==> config.mk <==
export PLATFORM = sky130hd
export DESIGN_NAME = translation_unit
export DESIGN_NICKNAME = d
export VERILOG_FILES = /design/src/rtl/tu_pkg.sv /design/src/rtl/translation_unit.sv /design/src/rtl/tu_cp0_regs.sv /design/src/rtl/addr_xlate.sv /design/src/rtl/tlb_match.sv /design/src/rtl/tlb_table.sv
export SDC_FILE = /design/constraint.sdc
export NUM_CORES = 2
export LEC_CHECK = 0
export BUFFER_PORTS_ARGS = -buffer_cell sky130_fd_sc_hd__buf_2
export CAP_MARGIN = 20
export CORE_MARGIN = 2
export CORE_UTILIZATION = 40
export CTS_CLUSTER_SIZE = 10
export DETAILED_ROUTE_END_ITERATION = 16
export PLACE_DENSITY = 0.58
export SYNTH_ARGS = -nofsm -noshare
export SYNTH_HDL_FRONTEND = slang
export SYNTH_SLANG_ARGS = --single-unit
==> constraint.sdc <==
create_clock -name clk -period 8.8 [get_ports clk]
set_input_delay 0.44 -clock clk [delete_from_list [all_inputs] [get_ports clk]]
set_output_delay 0.44 -clock clk [all_outputs]
set_load 0.05 [all_outputs]
==> src/rtl/tu_pkg.sv <==
package tu_pkg;

    localparam int TLB_ENTRIES = 16;

    typedef logic [3:0]  tlb_idx_t;
    typedef logic [31:0] word_t;

    // joint entry, one vpn2 maps an even/odd page pair
    typedef struct packed {
        logic [18:0] vpn2;
        logic [7:0]  asid;
        logic        g;
        logic [19:0] pfn0;
        logic [2:0]  c0;
        logic        d0;
        logic        v0;
        logic [19:0] pfn1;
        logic [2:0]  c1;
        logic        d1;
        logic        v1;
    } tlb_entry_t;

    typedef struct packed {
        logic [18:0] vpn2;
        logic [4:0]  zero;
        logic [7:0]  asid;
    } cp0_entryhi_t;

    typedef struct packed {
        logic [5:0]  fill;
        logic [19:0] pfn;
        logic [2:0]  c;
        logic        d;
        logic        v;
        logic        g;
    } cp0_entrylo_t;

    typedef struct packed {
        logic        p;
        logic [26:0] zero;
        tlb_idx_t    index;
    } cp0_index_t;

    // mtc0 data, read through whichever view matches the selected register
    typedef union packed {
        word_t        raw;
        cp0_entryhi_t entryhi;
        cp0_entrylo_t entrylo;
        cp0_index_t   index;
    } cp0_word_u;

    localparam logic [1:0] CP0_SEL_INDEX    = 2'd0;
    localparam logic [1:0] CP0_SEL_ENTRYHI  = 2'd1;
    localparam logic [1:0] CP0_SEL_ENTRYLO0 = 2'd2;
    localparam logic [1:0] CP0_SEL_ENTRYLO1 = 2'd3;

    localparam logic [2:0] CACHE_CACHEABLE = 3'd3;

endpackage
==> src/rtl/translation_unit.sv <==
`timescale 1ns/1ps

module translation_unit
    import tu_pkg::*;
(
    input  logic        clk,
    input  logic        resetn,
    input  logic        i_k0_uncached,

    input  logic        i_cp0_we,
    input  logic [1:0]  i_cp0_sel,
    input  word_t       i_cp0_wdata,
    input  logic        i_tlbwi,
    input  logic        i_tlbr,
    input  logic        i_tlbp,

    input  word_t       i_i_vaddr,
    output word_t       o_i_paddr,
    output logic        o_i_uncached,
    output logic        o_i_refill,
    output logic        o_i_invalid,

    input  word_t       i_d_vaddr,
    input  logic        i_d_store,
    output word_t       o_d_paddr,
    output logic        o_d_uncached,
    output logic        o_d_refill,
    output logic        o_d_invalid,
    output logic        o_d_modified,

    output word_t       o_entryhi,
    output word_t       o_entrylo0,
    output word_t       o_entrylo1,
    output word_t       o_index
);

    cp0_word_u                      cp0_wdata;
    cp0_entryhi_t                   entryhi;

    logic                           tlb_we;
    tlb_idx_t                       tlb_idx;
    tlb_entry_t                     tlb_wdata;
    tlb_entry_t                     tlb_rdata;
    tlb_entry_t [TLB_ENTRIES-1:0]   entries;

    logic                           probe_hit;
    tlb_idx_t                       probe_idx;

    assign cp0_wdata.raw = i_cp0_wdata;
    assign o_entryhi     = entryhi;

    tu_cp0_regs u_cp0 (
        .clk          (clk),
        .resetn       (resetn),
        .i_cp0_we     (i_cp0_we),
        .i_cp0_sel    (i_cp0_sel),
        .i_cp0_wdata  (cp0_wdata),
        .i_tlbwi      (i_tlbwi),
        .i_tlbr       (i_tlbr),
        .i_tlbp       (i_tlbp),
        .i_rd_entry   (tlb_rdata),
        .i_probe_hit  (probe_hit),
        .i_probe_idx  (probe_idx),
        .o_tlb_we     (tlb_we),
        .o_tlb_idx    (tlb_idx),
        .o_tlb_wdata  (tlb_wdata),
        .o_entryhi    (entryhi),
        .o_entrylo0   (o_entrylo0),
        .o_entrylo1   (o_entrylo1),
        .o_index      (o_index)
    );

    tlb_table u_table (
        .clk        (clk),
        .resetn     (resetn),
        .i_we       (tlb_we),
        .i_waddr    (tlb_idx),
        .i_wdata    (tlb_wdata),
        .i_raddr    (tlb_idx),
        .o_rdata    (tlb_rdata),
        .o_entries  (entries)
    );

    // tlbp looks up EntryHi itself, page attributes are not needed
    tlb_match u_probe (
        .i_entries  (entries),
        .i_vaddr    (entryhi),
        .i_asid     (entryhi.asid),
        .o_hit      (probe_hit),
        .o_idx      (probe_idx),
        .o_pfn      (),
        .o_c        (),
        .o_d        (),
        .o_v        ()
    );

    // instruction fetch never stores
    addr_xlate u_ixlate (
        .i_vaddr        (i_i_vaddr),
        .i_store        (1'b0),
        .i_k0_uncached  (i_k0_uncached),
        .i_asid         (entryhi.asid),
        .i_entries      (entries),
        .o_paddr        (o_i_paddr),
        .o_uncached     (o_i_uncached),
        .o_refill       (o_i_refill),
        .o_invalid      (o_i_invalid),
        .o_modified     ()
    );

    addr_xlate u_dxlate (
        .i_vaddr        (i_d_vaddr),
        .i_store        (i_d_store),
        .i_k0_uncached  (i_k0_uncached),
        .i_asid         (entryhi.asid),
        .i_entries      (entries),
        .o_paddr        (o_d_paddr),
        .o_uncached     (o_d_uncached),
        .o_refill       (o_d_refill),
        .o_invalid      (o_d_invalid),
        .o_modified     (o_d_modified)
    );

endmodule

==> src/rtl/tu_cp0_regs.sv <==
`timescale 1ns/1ps

module tu_cp0_regs
    import tu_pkg::*;
(
    input  logic          clk,
    input  logic          resetn,

    input  logic          i_cp0_we,
    input  logic [1:0]    i_cp0_sel,
    input  cp0_word_u     i_cp0_wdata,

    input  logic          i_tlbwi,
    input  logic          i_tlbr,
    input  logic          i_tlbp,

    input  tlb_entry_t    i_rd_entry,
    input  logic          i_probe_hit,
    input  tlb_idx_t      i_probe_idx,

    output logic          o_tlb_we,
    output tlb_idx_t      o_tlb_idx,
    output tlb_entry_t    o_tlb_wdata,

    output cp0_entryhi_t  o_entryhi,
    output cp0_entrylo_t  o_entrylo0,
    output cp0_entrylo_t  o_entrylo1,
    output cp0_index_t    o_index
);

    logic              idx_p;
    tlb_idx_t          idx_val;

    logic [18:0]       hi_vpn2;
    logic [7:0]        hi_asid;

    // [0] is EntryLo0, [1] is EntryLo1
    logic [1:0][19:0]  lo_pfn;
    logic [1:0][2:0]   lo_c;
    logic [1:0]        lo_d;
    logic [1:0]        lo_v;
    logic [1:0]        lo_g;

    always_ff @(posedge clk) begin
        if (!resetn) begin
            idx_p   <= 1'b0;
            idx_val <= '0;
            hi_vpn2 <= '0;
            hi_asid <= '0;
            lo_pfn  <= '0;
            lo_c    <= '0;
            lo_d    <= '0;
            lo_v    <= '0;
            lo_g    <= '0;
        end else if (i_cp0_we) begin
            case (i_cp0_sel)
                // p is read-only to software
                CP0_SEL_INDEX: begin
                    idx_val <= i_cp0_wdata.index.index;
                end
                CP0_SEL_ENTRYHI: begin
                    hi_vpn2 <= i_cp0_wdata.entryhi.vpn2;
                    hi_asid <= i_cp0_wdata.entryhi.asid;
                end
                CP0_SEL_ENTRYLO0: begin
                    lo_pfn[0] <= i_cp0_wdata.entrylo.pfn;
                    lo_c[0]   <= i_cp0_wdata.entrylo.c;
                    lo_d[0]   <= i_cp0_wdata.entrylo.d;
                    lo_v[0]   <= i_cp0_wdata.entrylo.v;
                    lo_g[0]   <= i_cp0_wdata.entrylo.g;
                end
                CP0_SEL_ENTRYLO1: begin
                    lo_pfn[1] <= i_cp0_wdata.entrylo.pfn;
                    lo_c[1]   <= i_cp0_wdata.entrylo.c;
                    lo_d[1]   <= i_cp0_wdata.entrylo.d;
                    lo_v[1]   <= i_cp0_wdata.entrylo.v;
                    lo_g[1]   <= i_cp0_wdata.entrylo.g;
                end
            endcase
        end else if (i_tlbr) begin
            hi_vpn2 <= i_rd_entry.vpn2;
            hi_asid <= i_rd_entry.asid;
            lo_pfn  <= {i_rd_entry.pfn1, i_rd_entry.pfn0};
            lo_c    <= {i_rd_entry.c1, i_rd_entry.c0};
            lo_d    <= {i_rd_entry.d1, i_rd_entry.d0};
            lo_v    <= {i_rd_entry.v1, i_rd_entry.v0};
            // entry keeps a single g, both halves see it
            lo_g    <= {2{i_rd_entry.g}};
        end else if (i_tlbp) begin
            idx_p   <= ~i_probe_hit;
            idx_val <= i_probe_hit ? i_probe_idx : '0;
        end
    end

    // tlbwi and tlbr both address the entry at Index
    assign o_tlb_we  = i_tlbwi;
    assign o_tlb_idx = idx_val;

    assign o_tlb_wdata = '{
        vpn2: hi_vpn2,
        asid: hi_asid,
        g:    lo_g[0] & lo_g[1],
        pfn0: lo_pfn[0],
        c0:   lo_c[0],
        d0:   lo_d[0],
        v0:   lo_v[0],
        pfn1: lo_pfn[1],
        c1:   lo_c[1],
        d1:   lo_d[1],
        v1:   lo_v[1]
    };

    assign o_index    = '{p: idx_p, zero: '0, index: idx_val};
    assign o_entryhi  = '{vpn2: hi_vpn2, zero: '0, asid: hi_asid};
    assign o_entrylo0 = '{fill: '0, pfn: lo_pfn[0], c: lo_c[0], d: lo_d[0],
                          v: lo_v[0], g: lo_g[0]};
    assign o_entrylo1 = '{fill: '0, pfn: lo_pfn[1], c: lo_c[1], d: lo_d[1],
                          v: lo_v[1], g: lo_g[1]};

endmodule

==> src/rtl/addr_xlate.sv <==
`timescale 1ns/1ps

module addr_xlate
    import tu_pkg::*;
(
    input  word_t                          i_vaddr,
    input  logic                           i_store,
    input  logic                           i_k0_uncached,
    input  logic [7:0]                     i_asid,
    input  tlb_entry_t [TLB_ENTRIES-1:0]   i_entries,

    output word_t                          o_paddr,
    output logic                           o_uncached,
    output logic                           o_refill,
    output logic                           o_invalid,
    output logic                           o_modified
);

    logic        mapped;
    logic        kseg1;
    word_t       paddr_direct;
    logic        uncached_direct;

    logic        tlb_hit;
    logic [19:0] tlb_pfn;
    logic [2:0]  tlb_c;
    logic        tlb_d;
    logic        tlb_v;

    // kseg0/kseg1 are 100/101, everything else goes through the tlb
    assign mapped = (i_vaddr[31:30] != 2'b10);
    assign kseg1  = i_vaddr[29];

    assign paddr_direct    = {3'b000, i_vaddr[28:0]};
    assign uncached_direct = kseg1 | i_k0_uncached;

    tlb_match u_match (
        .i_entries (i_entries),
        .i_vaddr   (i_vaddr),
        .i_asid    (i_asid),
        .o_hit     (tlb_hit),
        .o_idx     (),
        .o_pfn     (tlb_pfn),
        .o_c       (tlb_c),
        .o_d       (tlb_d),
        .o_v       (tlb_v)
    );

    always_comb begin
        if (mapped) begin
            o_paddr    = {tlb_pfn, i_vaddr[11:0]};
            o_uncached = (tlb_c != CACHE_CACHEABLE);
        end else begin
            o_paddr    = paddr_direct;
            o_uncached = uncached_direct;
        end
    end

    // flags are levels only, the pipeline decides when to trap
    assign o_refill   = mapped & ~tlb_hit;
    assign o_invalid  = mapped & tlb_hit & ~tlb_v;
    // store to a clean valid page
    assign o_modified = mapped & tlb_hit & tlb_v & ~tlb_d & i_store;

endmodule

==> src/rtl/tlb_match.sv <==
`timescale 1ns/1ps

module tlb_match
    import tu_pkg::*;
(
    input  tlb_entry_t [TLB_ENTRIES-1:0]   i_entries,
    input  word_t                          i_vaddr,
    input  logic [7:0]                     i_asid,

    output logic                           o_hit,
    output tlb_idx_t                       o_idx,
    output logic [19:0]                    o_pfn,
    output logic [2:0]                     o_c,
    output logic                           o_d,
    output logic                           o_v
);

    logic [TLB_ENTRIES-1:0] hit_mask;
    tlb_idx_t               hit_idx;
    tlb_entry_t             sel_entry;

    for (genvar i = 0; i < TLB_ENTRIES; i++) begin : g_cmp
        assign hit_mask[i] = (i_entries[i].vpn2 == i_vaddr[31:13]) &&
                             ((i_entries[i].asid == i_asid) || i_entries[i].g);
    end

    // lowest matching index wins, 0 when nothing matches
    always_comb begin
        hit_idx = '0;
        for (int i = TLB_ENTRIES - 1; i >= 0; i--) begin
            if (hit_mask[i]) begin
                hit_idx = tlb_idx_t'(i);
            end
        end
    end

    assign sel_entry = i_entries[hit_idx];

    assign o_hit = |hit_mask;
    assign o_idx = hit_idx;

    // bit 12 picks the odd page of the pair
    always_comb begin
        if (i_vaddr[12]) begin
            o_pfn = sel_entry.pfn1;
            o_c   = sel_entry.c1;
            o_d   = sel_entry.d1;
            o_v   = sel_entry.v1;
        end else begin
            o_pfn = sel_entry.pfn0;
            o_c   = sel_entry.c0;
            o_d   = sel_entry.d0;
            o_v   = sel_entry.v0;
        end
    end

endmodule

==> src/rtl/tlb_table.sv <==
`timescale 1ns/1ps

module tlb_table
    import tu_pkg::*;
(
    input  logic                           clk,
    input  logic                           resetn,

    input  logic                           i_we,
    input  tlb_idx_t                       i_waddr,
    input  tlb_entry_t                     i_wdata,

    input  tlb_idx_t                       i_raddr,
    output tlb_entry_t                     o_rdata,

    output tlb_entry_t [TLB_ENTRIES-1:0]   o_entries
);

    tlb_entry_t [TLB_ENTRIES-1:0] entries;

    // one register per entry, written only when its index is addressed
    for (genvar i = 0; i < TLB_ENTRIES; i++) begin : g_entry
        always_ff @(posedge clk) begin
            if (!resetn) begin
                entries[i] <= '0;
            end else if (i_we && (i_waddr == tlb_idx_t'(i))) begin
                entries[i] <= i_wdata;
            end
        end
    end

    // tlbr path
    assign o_rdata = entries[i_raddr];

    // every entry goes out so lookups can compare in parallel
    assign o_entries = entries;

endmodule

## Word level (Yosys, flattened, before mapping)

Cells that the tools add are included.
Widths: inputs -> output; s select.

- Magnitude comparators: 3
- Equality and inequality tests: 91
- Multiplexer cells: 96
- Bitwise operators: 20
- Reductions and logical operators: 92

Operator list:

| kind | count |
|---|---|
| $bmux 78 s4 | 3 |
| $eq 19x19->1 | 48 |
| $mux 4 | 53 |
| $eq 8x8->1 | 16 |
| $mux 50 | 2 |
| $mux 20 | 4 |
| $mux 40 | 2 |
| $mux 78 | 1 |
| $logic_and 1x1->1 | 64 |
| $mux 32 | 2 |
| $mux 19 | 3 |
| $reduce_or 16->1 | 3 |
| $eq 4x4->1 const B | 8 |
| $mux 8 | 3 |
| $eq 4x3->1 const B | 4 |
| $logic_or 1x1->1 | 16 |
| $lt 4x5->1 const B | 3 |
| $mux 2 | 6 |
| $mux 3 | 4 |
| $mux 6 | 2 |
| $mux 1 | 11 |
| $and 1x1->1 | 10 |
| $eq 4x2->1 const B | 2 |
| $ne 2x1->1 const B | 4 |
| 12 further kinds | 28 |

- Register bits: 1332
- Bits of input ports: 106
- Output and inout bits: 199
- Word-level logic and storage cells: 492

## Depth between registers and ports, before layout

- Depth after elaboration: 25
- Depth in mapped cells: 19
- Depth with buffers taken out: 12

## By module

A second synthesis with hierarchy kept.

- Cell total of the unflattened synthesis: 11750
- Area, all modules: 102783.6 sq um

By module, submodules not included:

| module | instances | cells each | area each (sq um) | seq. area each (sq um) |
|---|---|---|---|---|
| tlb_table | 1 | 6513 | 59527.1 | 24984.0 |
| tlb_match | 3 | 1543 | 12425.7 | 0.0 |
| tu_cp0_regs | 1 | 521 | 5059.9 | 1681.6 |
| addr_xlate | 2 | 43 | 457.9 | 0.0 |
| translation_unit | 1 | 1 | 3.8 | 0.0 |

## Worst setup path after synthesis

OpenSTA, ideal clock, no wires.

- Path kind: input to output
- Start: in i_i_vaddr[19]
- End: out o_i_uncached
- Data arrival time: 4.502 ns
- Required time: 8.360 ns
- Path slack: 3.858 ns
- Cell stages on the path: 17
- Path buffers: 6
- Cell sequence: buf_2 buf_2 xor2_1 nor4_1 nand2_1 or4_1 a211oi_1 o211ai_1 a21oi_1 buf_2 buf_4 buf_4 clkbuf_1 nand3_1 o211ai_1 o31ai_1 a221oi_1

- Word-level cells in the longest chain between the ends: 23
- Elaborated cells between the ends (all ways): 53
- Those cells by class: eq/ne: 17; mux: 20; reduce/logical: 16

RTL lines:

| item | RTL line | text |
|---|---|---|
| start: declaration | translation_unit.sv:17 | `input word_t i_i_vaddr,` |
| $eq 19x19->1 | tlb_match.sv:23 | `assign hit_mask[i] = (i_entries[i].vpn2 == i_vaddr[31:13]) &&` |
| $logic_and 1x1->1 | tlb_match.sv:23 |  |
| $mux 4 (15 in series) | tlb_match.sv:31 | `if (hit_mask[i]) begin` |
| $mux 4 (*) | tlb_match.sv:31 |  |
| $bmux 78 s4 (*) | tlb_match.sv:37 | `assign sel_entry = i_entries[hit_idx];` |
| $mux 50 (implied by the code) (*) | tlb_match.sv:37 |  |
| $mux 3 (*) | tlb_match.sv:44 | `if (i_vaddr[12]) begin` |
| $ne 3x2->1 (*) | addr_xlate.sv:52 | `o_uncached = (tlb_c != CACHE_CACHEABLE);` |
| $mux 1 (*) | addr_xlate.sv:50 | `if (mapped) begin` |
| end: declaration | translation_unit.sv:19 | `output logic o_i_uncached,` |

Mark *: on every way between the ends. The rest lies on a longest branch, timed or not. The select of a mux whose other input is x is not followed.

## Worst setup path in the final report

- Start: reg u_cp0.hi_asid[2]
- End: out o_d_paddr[13]

- Word-level cells in the longest chain between the ends: 23
- Elaborated cells between the ends (all ways): 68
- Those cells by class: eq/ne: 16; mux: 20; reduce/logical: 32

RTL lines:

| item | RTL line | text |
|---|---|---|
| start: declaration | tu_cp0_regs.sv:35 | `logic [7:0] hi_asid;` |
| start signal: assignment | tu_cp0_regs.sv:63 | `hi_asid <= i_cp0_wdata.entryhi.asid;` |
| start signal: assignment | tu_cp0_regs.sv:82 | `hi_asid <= i_rd_entry.asid;` |
| $eq 8x8->1 | tlb_match.sv:24 | `((i_entries[i].asid == i_asid) \|\| i_entries[i].g);` |
| $logic_or 1x1->1 | tlb_match.sv:24 |  |
| $logic_and 1x1->1 | tlb_match.sv:23 |  |
| $mux 4 (15 in series) | tlb_match.sv:31 |  |
| $mux 4 (*) | tlb_match.sv:31 |  |
| $bmux 78 s4 (*) | tlb_match.sv:37 |  |
| $mux 50 (implied by the code) (*) | tlb_match.sv:37 |  |
| $mux 20 (*) | tlb_match.sv:44 |  |
| $mux 32 (*) | addr_xlate.sv:50 |  |
| end: declaration | translation_unit.sv:25 | `output word_t o_d_paddr,` |

Marks and branches as above.

==> results.ini <==
[finish]
layout_commonest_cell = nand2_1
seq_area_mm2 = 0.0267
layout.nets = 9713
syn2layout_area_growth_pct = 7.14
layout_common_cells = nand2_1, dfxtp_1, a21boi_0
multi_input_area_mm2 = 0.0546
nFillCells = 21000
layout-drive-gt1-share = 0.114
final_util = 0.430

[power_and_ir_drop]
power_density_mw_per_mm2 = 159
vdd_drop_max_v = 0.000241
intPower_w = 0.0102
switchingPower_w = 0.00446
pwr-share-comb = 0.137
leakage_nw = 32.7
p_sw_frac = 0.304
sequentialPowerShare = 0.433
pwr-share-clk = 0.430

[clock_tree]
root_buffer = clkbuf_16
cts_resized = 0
clock_path_buffers = 3
numCtsBuffers = 160
clock_sink_count = 1332
clk_latency_ps = 850
cts.clk_slew.worst_paths_ps = 60
h-tree-depth = 4
cts_tree = built

[yosys]
synth_warnings = 0
avgSynthCellArea_um2 = 8.47
syn_area_mm2 = 0.0861
synth_area_leaders = dfxtp_1, nand2_1, a21boi_0, mux4_2, mux2i_1
netlist_instances = 10200
ys_seq_area_frac = 0.310
synth_edf_count = 0
ys.flop_type = dfxtp_1
synth_top_area_share = 0.310
ys_types = 78
synth_seq_cells = 1332
synth_top_area_cell = dfxtp_1
synth-async-reset-ratio = 0

[grt]
gr-total-overflow = 0
grt_pass1_wl_mm = 572
grt_max_degree = 238
antenna_found_initial = 39
grt_pass1_vias = 75200
grt_usage = 0.361

[worst_hold_path]
whs_path_depth = 3
min_path_type = in2reg
whs_endpoint = u_cp0.o_entrylo1[11]
hp-start = i_cp0_wdata[11]

[place]
place_hpwl_mm = 253
gp_congestion = 1.02
portBuffers = 212

[drt]
via_count = 80200
route.detailed.drc = 0
totalWireLength_mm = 408
viasPerCell = 6.40
drt-initial-drc-count = 11300
ant_nets = 0
wire_per_inst_um = 32.6
firstDrtPassIters = 6

[timing]
fin_worst_skew_ps = 34.7
tightestPinTransition_ps = 1300
rsz0062_at_grt = no
fmax_mhz = 122
min_period_ps = 8210
fin_tns_setup_ps = 0
drv_slew = 0
maxSlewHeadroom = 0.129
setup_viol_count_final = 0
finalHoldViolations = 0
timing.final.crit_share = 0.933

[critical_path]
crit_fanout = 24
critical_path.startpoint = u_cp0.hi_asid[2]
end_kind = primary output
timing.rr.start = u_cp0.hi_vpn2[10]
crit_required_ps = 8360
arrival_ps = 7770
r2r_cells = 12
r2r_setup_slack_ps = 4080
cp-start-kind = flip-flop
timing.rr.end = u_cp0.o_tlb_idx[1]
critPathKind = reg2out

[run]
drv_cap = 0

[floorplan]
rows = 170
ios = 305
die_w_um = 468
start_util = 0.402
core-area_mm2 = 0.214
die-area_mm2 = 0.219
die_h_um = 468

[status]
outcome = finished clean

-- through the flow --
stage	cell area, µm²	total power [W]	hold slack, ps	cells	setup slack, ps
floorplan	86300	0.00772	448	10200	3860
global placement	87400	0.00837	463	12300	1880
detailed placement	87400	0.00839	473	12300	1700
CTS	92200	0.0146	8.53	12500	795
global route	92200	0.0149	61.9	12500	611
finish	92300	0.0147	31.5	12500	592
-- power groups by stage --
| stage | clock network (W) | registers, W | logic (W) |
|---|---|---|---|
| after floorplan | 0 | 0.00628 | 0.00144 |
| after global placement | 0 | 0.00647 | 0.00191 |
| after detailed placement | 0 | 0.00647 | 0.00192 |
| after CTS | 0.00632 | 0.00634 | 0.00193 |
| after global routing | 0.00655 | 0.00635 | 0.00204 |
| final | 0.00632 | 0.00635 | 0.00201 |
-- critical path: stages (launching register included) --
cell      delay, ps
dfxtp_1        1030
xor2_1          210
nor4_1           90
a21oi_1         860
nor4_1          210
nor4b_1         960
nand3_1         300
nand3_1         180
buf_4           380
nand2_1         690
buf_4           420
a221oi_1        200
o21ai_0         160
o2111a_1        290
o21ai_1         520
buf_2           370
-- layer usage --
metal	global-route usage	vias to the layer above	wire length, µm
met5	0	-	236
met4	0.274	36	37500
met3	0.114	1626	51900
met2	0.517	5649	167000
met1	0.451	39200	152000
li1	-	33700	-
-- flip-flops by register name, summed over array words and instances, names as in the netlist --
register           flops
u_cp0.idx_p            1
u_cp0.hi_asid          8
u_table.o_entries   1248
u_cp0.hi_vpn2         19
u_cp0.o_entrylo0      23
u_cp0.lo_v             2
u_cp0.lo_d             2
u_cp0.o_tlb_idx        4
u_cp0.lo_g             2
u_cp0.o_entrylo1      23
-- Yosys cell counts, types with 26 or more instances --
| cell | count |
|---|---|
| mux4_2 | 396 |
| nand2b_1 | 83 |
| nor2_1 | 97 |
| mux2i_1 | 646 |
| a221oi_1 | 84 |
| o21ai_1 | 36 |
| nor4_1 | 168 |
| dfxtp_1 | 1332 |
| o21ai_0 | 105 |
| xnor2_1 | 390 |
| clkbuf_1 | 670 |
| mux2_2 | 31 |
| buf_2 | 132 |
| nor3_1 | 51 |
| xor2_1 | 650 |
| a31oi_1 | 96 |
| buf_4 | 203 |
| a21oi_1 | 56 |
| a32oi_1 | 38 |
| nand2_1 | 2983 |
| a21boi_0 | 1248 |
| nand3_1 | 110 |
| a211oi_1 | 26 |
| buf_1 | 129 |
| nand4_1 | 111 |
-- cell families after synthesis --
group	count (synthesis)	synth area share
buffers and inverters	1161	0.0630
muxes	1073	0.183
other	1	0.0000435
DFF	1332	0.310
xor gates and xnor gates	1040	0.106
AOI/OAI and AO/OA	1881	0.163
and+or+nand+nor	3678	0.176
-- what timing repair did --
| item | in CTS | in global routing |
|---|---|---|
| hold buffers | 12 | 0 |
| endpoints found under the hold margin | 17 | 0 |
| setup buffers | 0 | 0 |
-- how the worst max path moves through the flow --
stage	end	slack, ps	cells past startpoint
finish	o_d_paddr[13]	590	15
global route	o_d_paddr[13]	610	15
CTS	o_d_paddr[13]	800	15
detailed placement	o_d_paddr[13]	1700	15
global placement	o_d_paddr[13]	1880	15
floorplan	o_i_uncached	3860	17
-- area by class of cell --
cell class                 instances  share of cell area
inverter                           8            0.000325
timing repair buffer             389              0.0291
sequential                      1332               0.290
multi-input combinational       7716               0.592
antenna                           16            0.000434
clock inverter                    23             0.00319
clock buffer                     204              0.0472
tap                             2838              0.0385
Power figures use the tool's default switching activity.
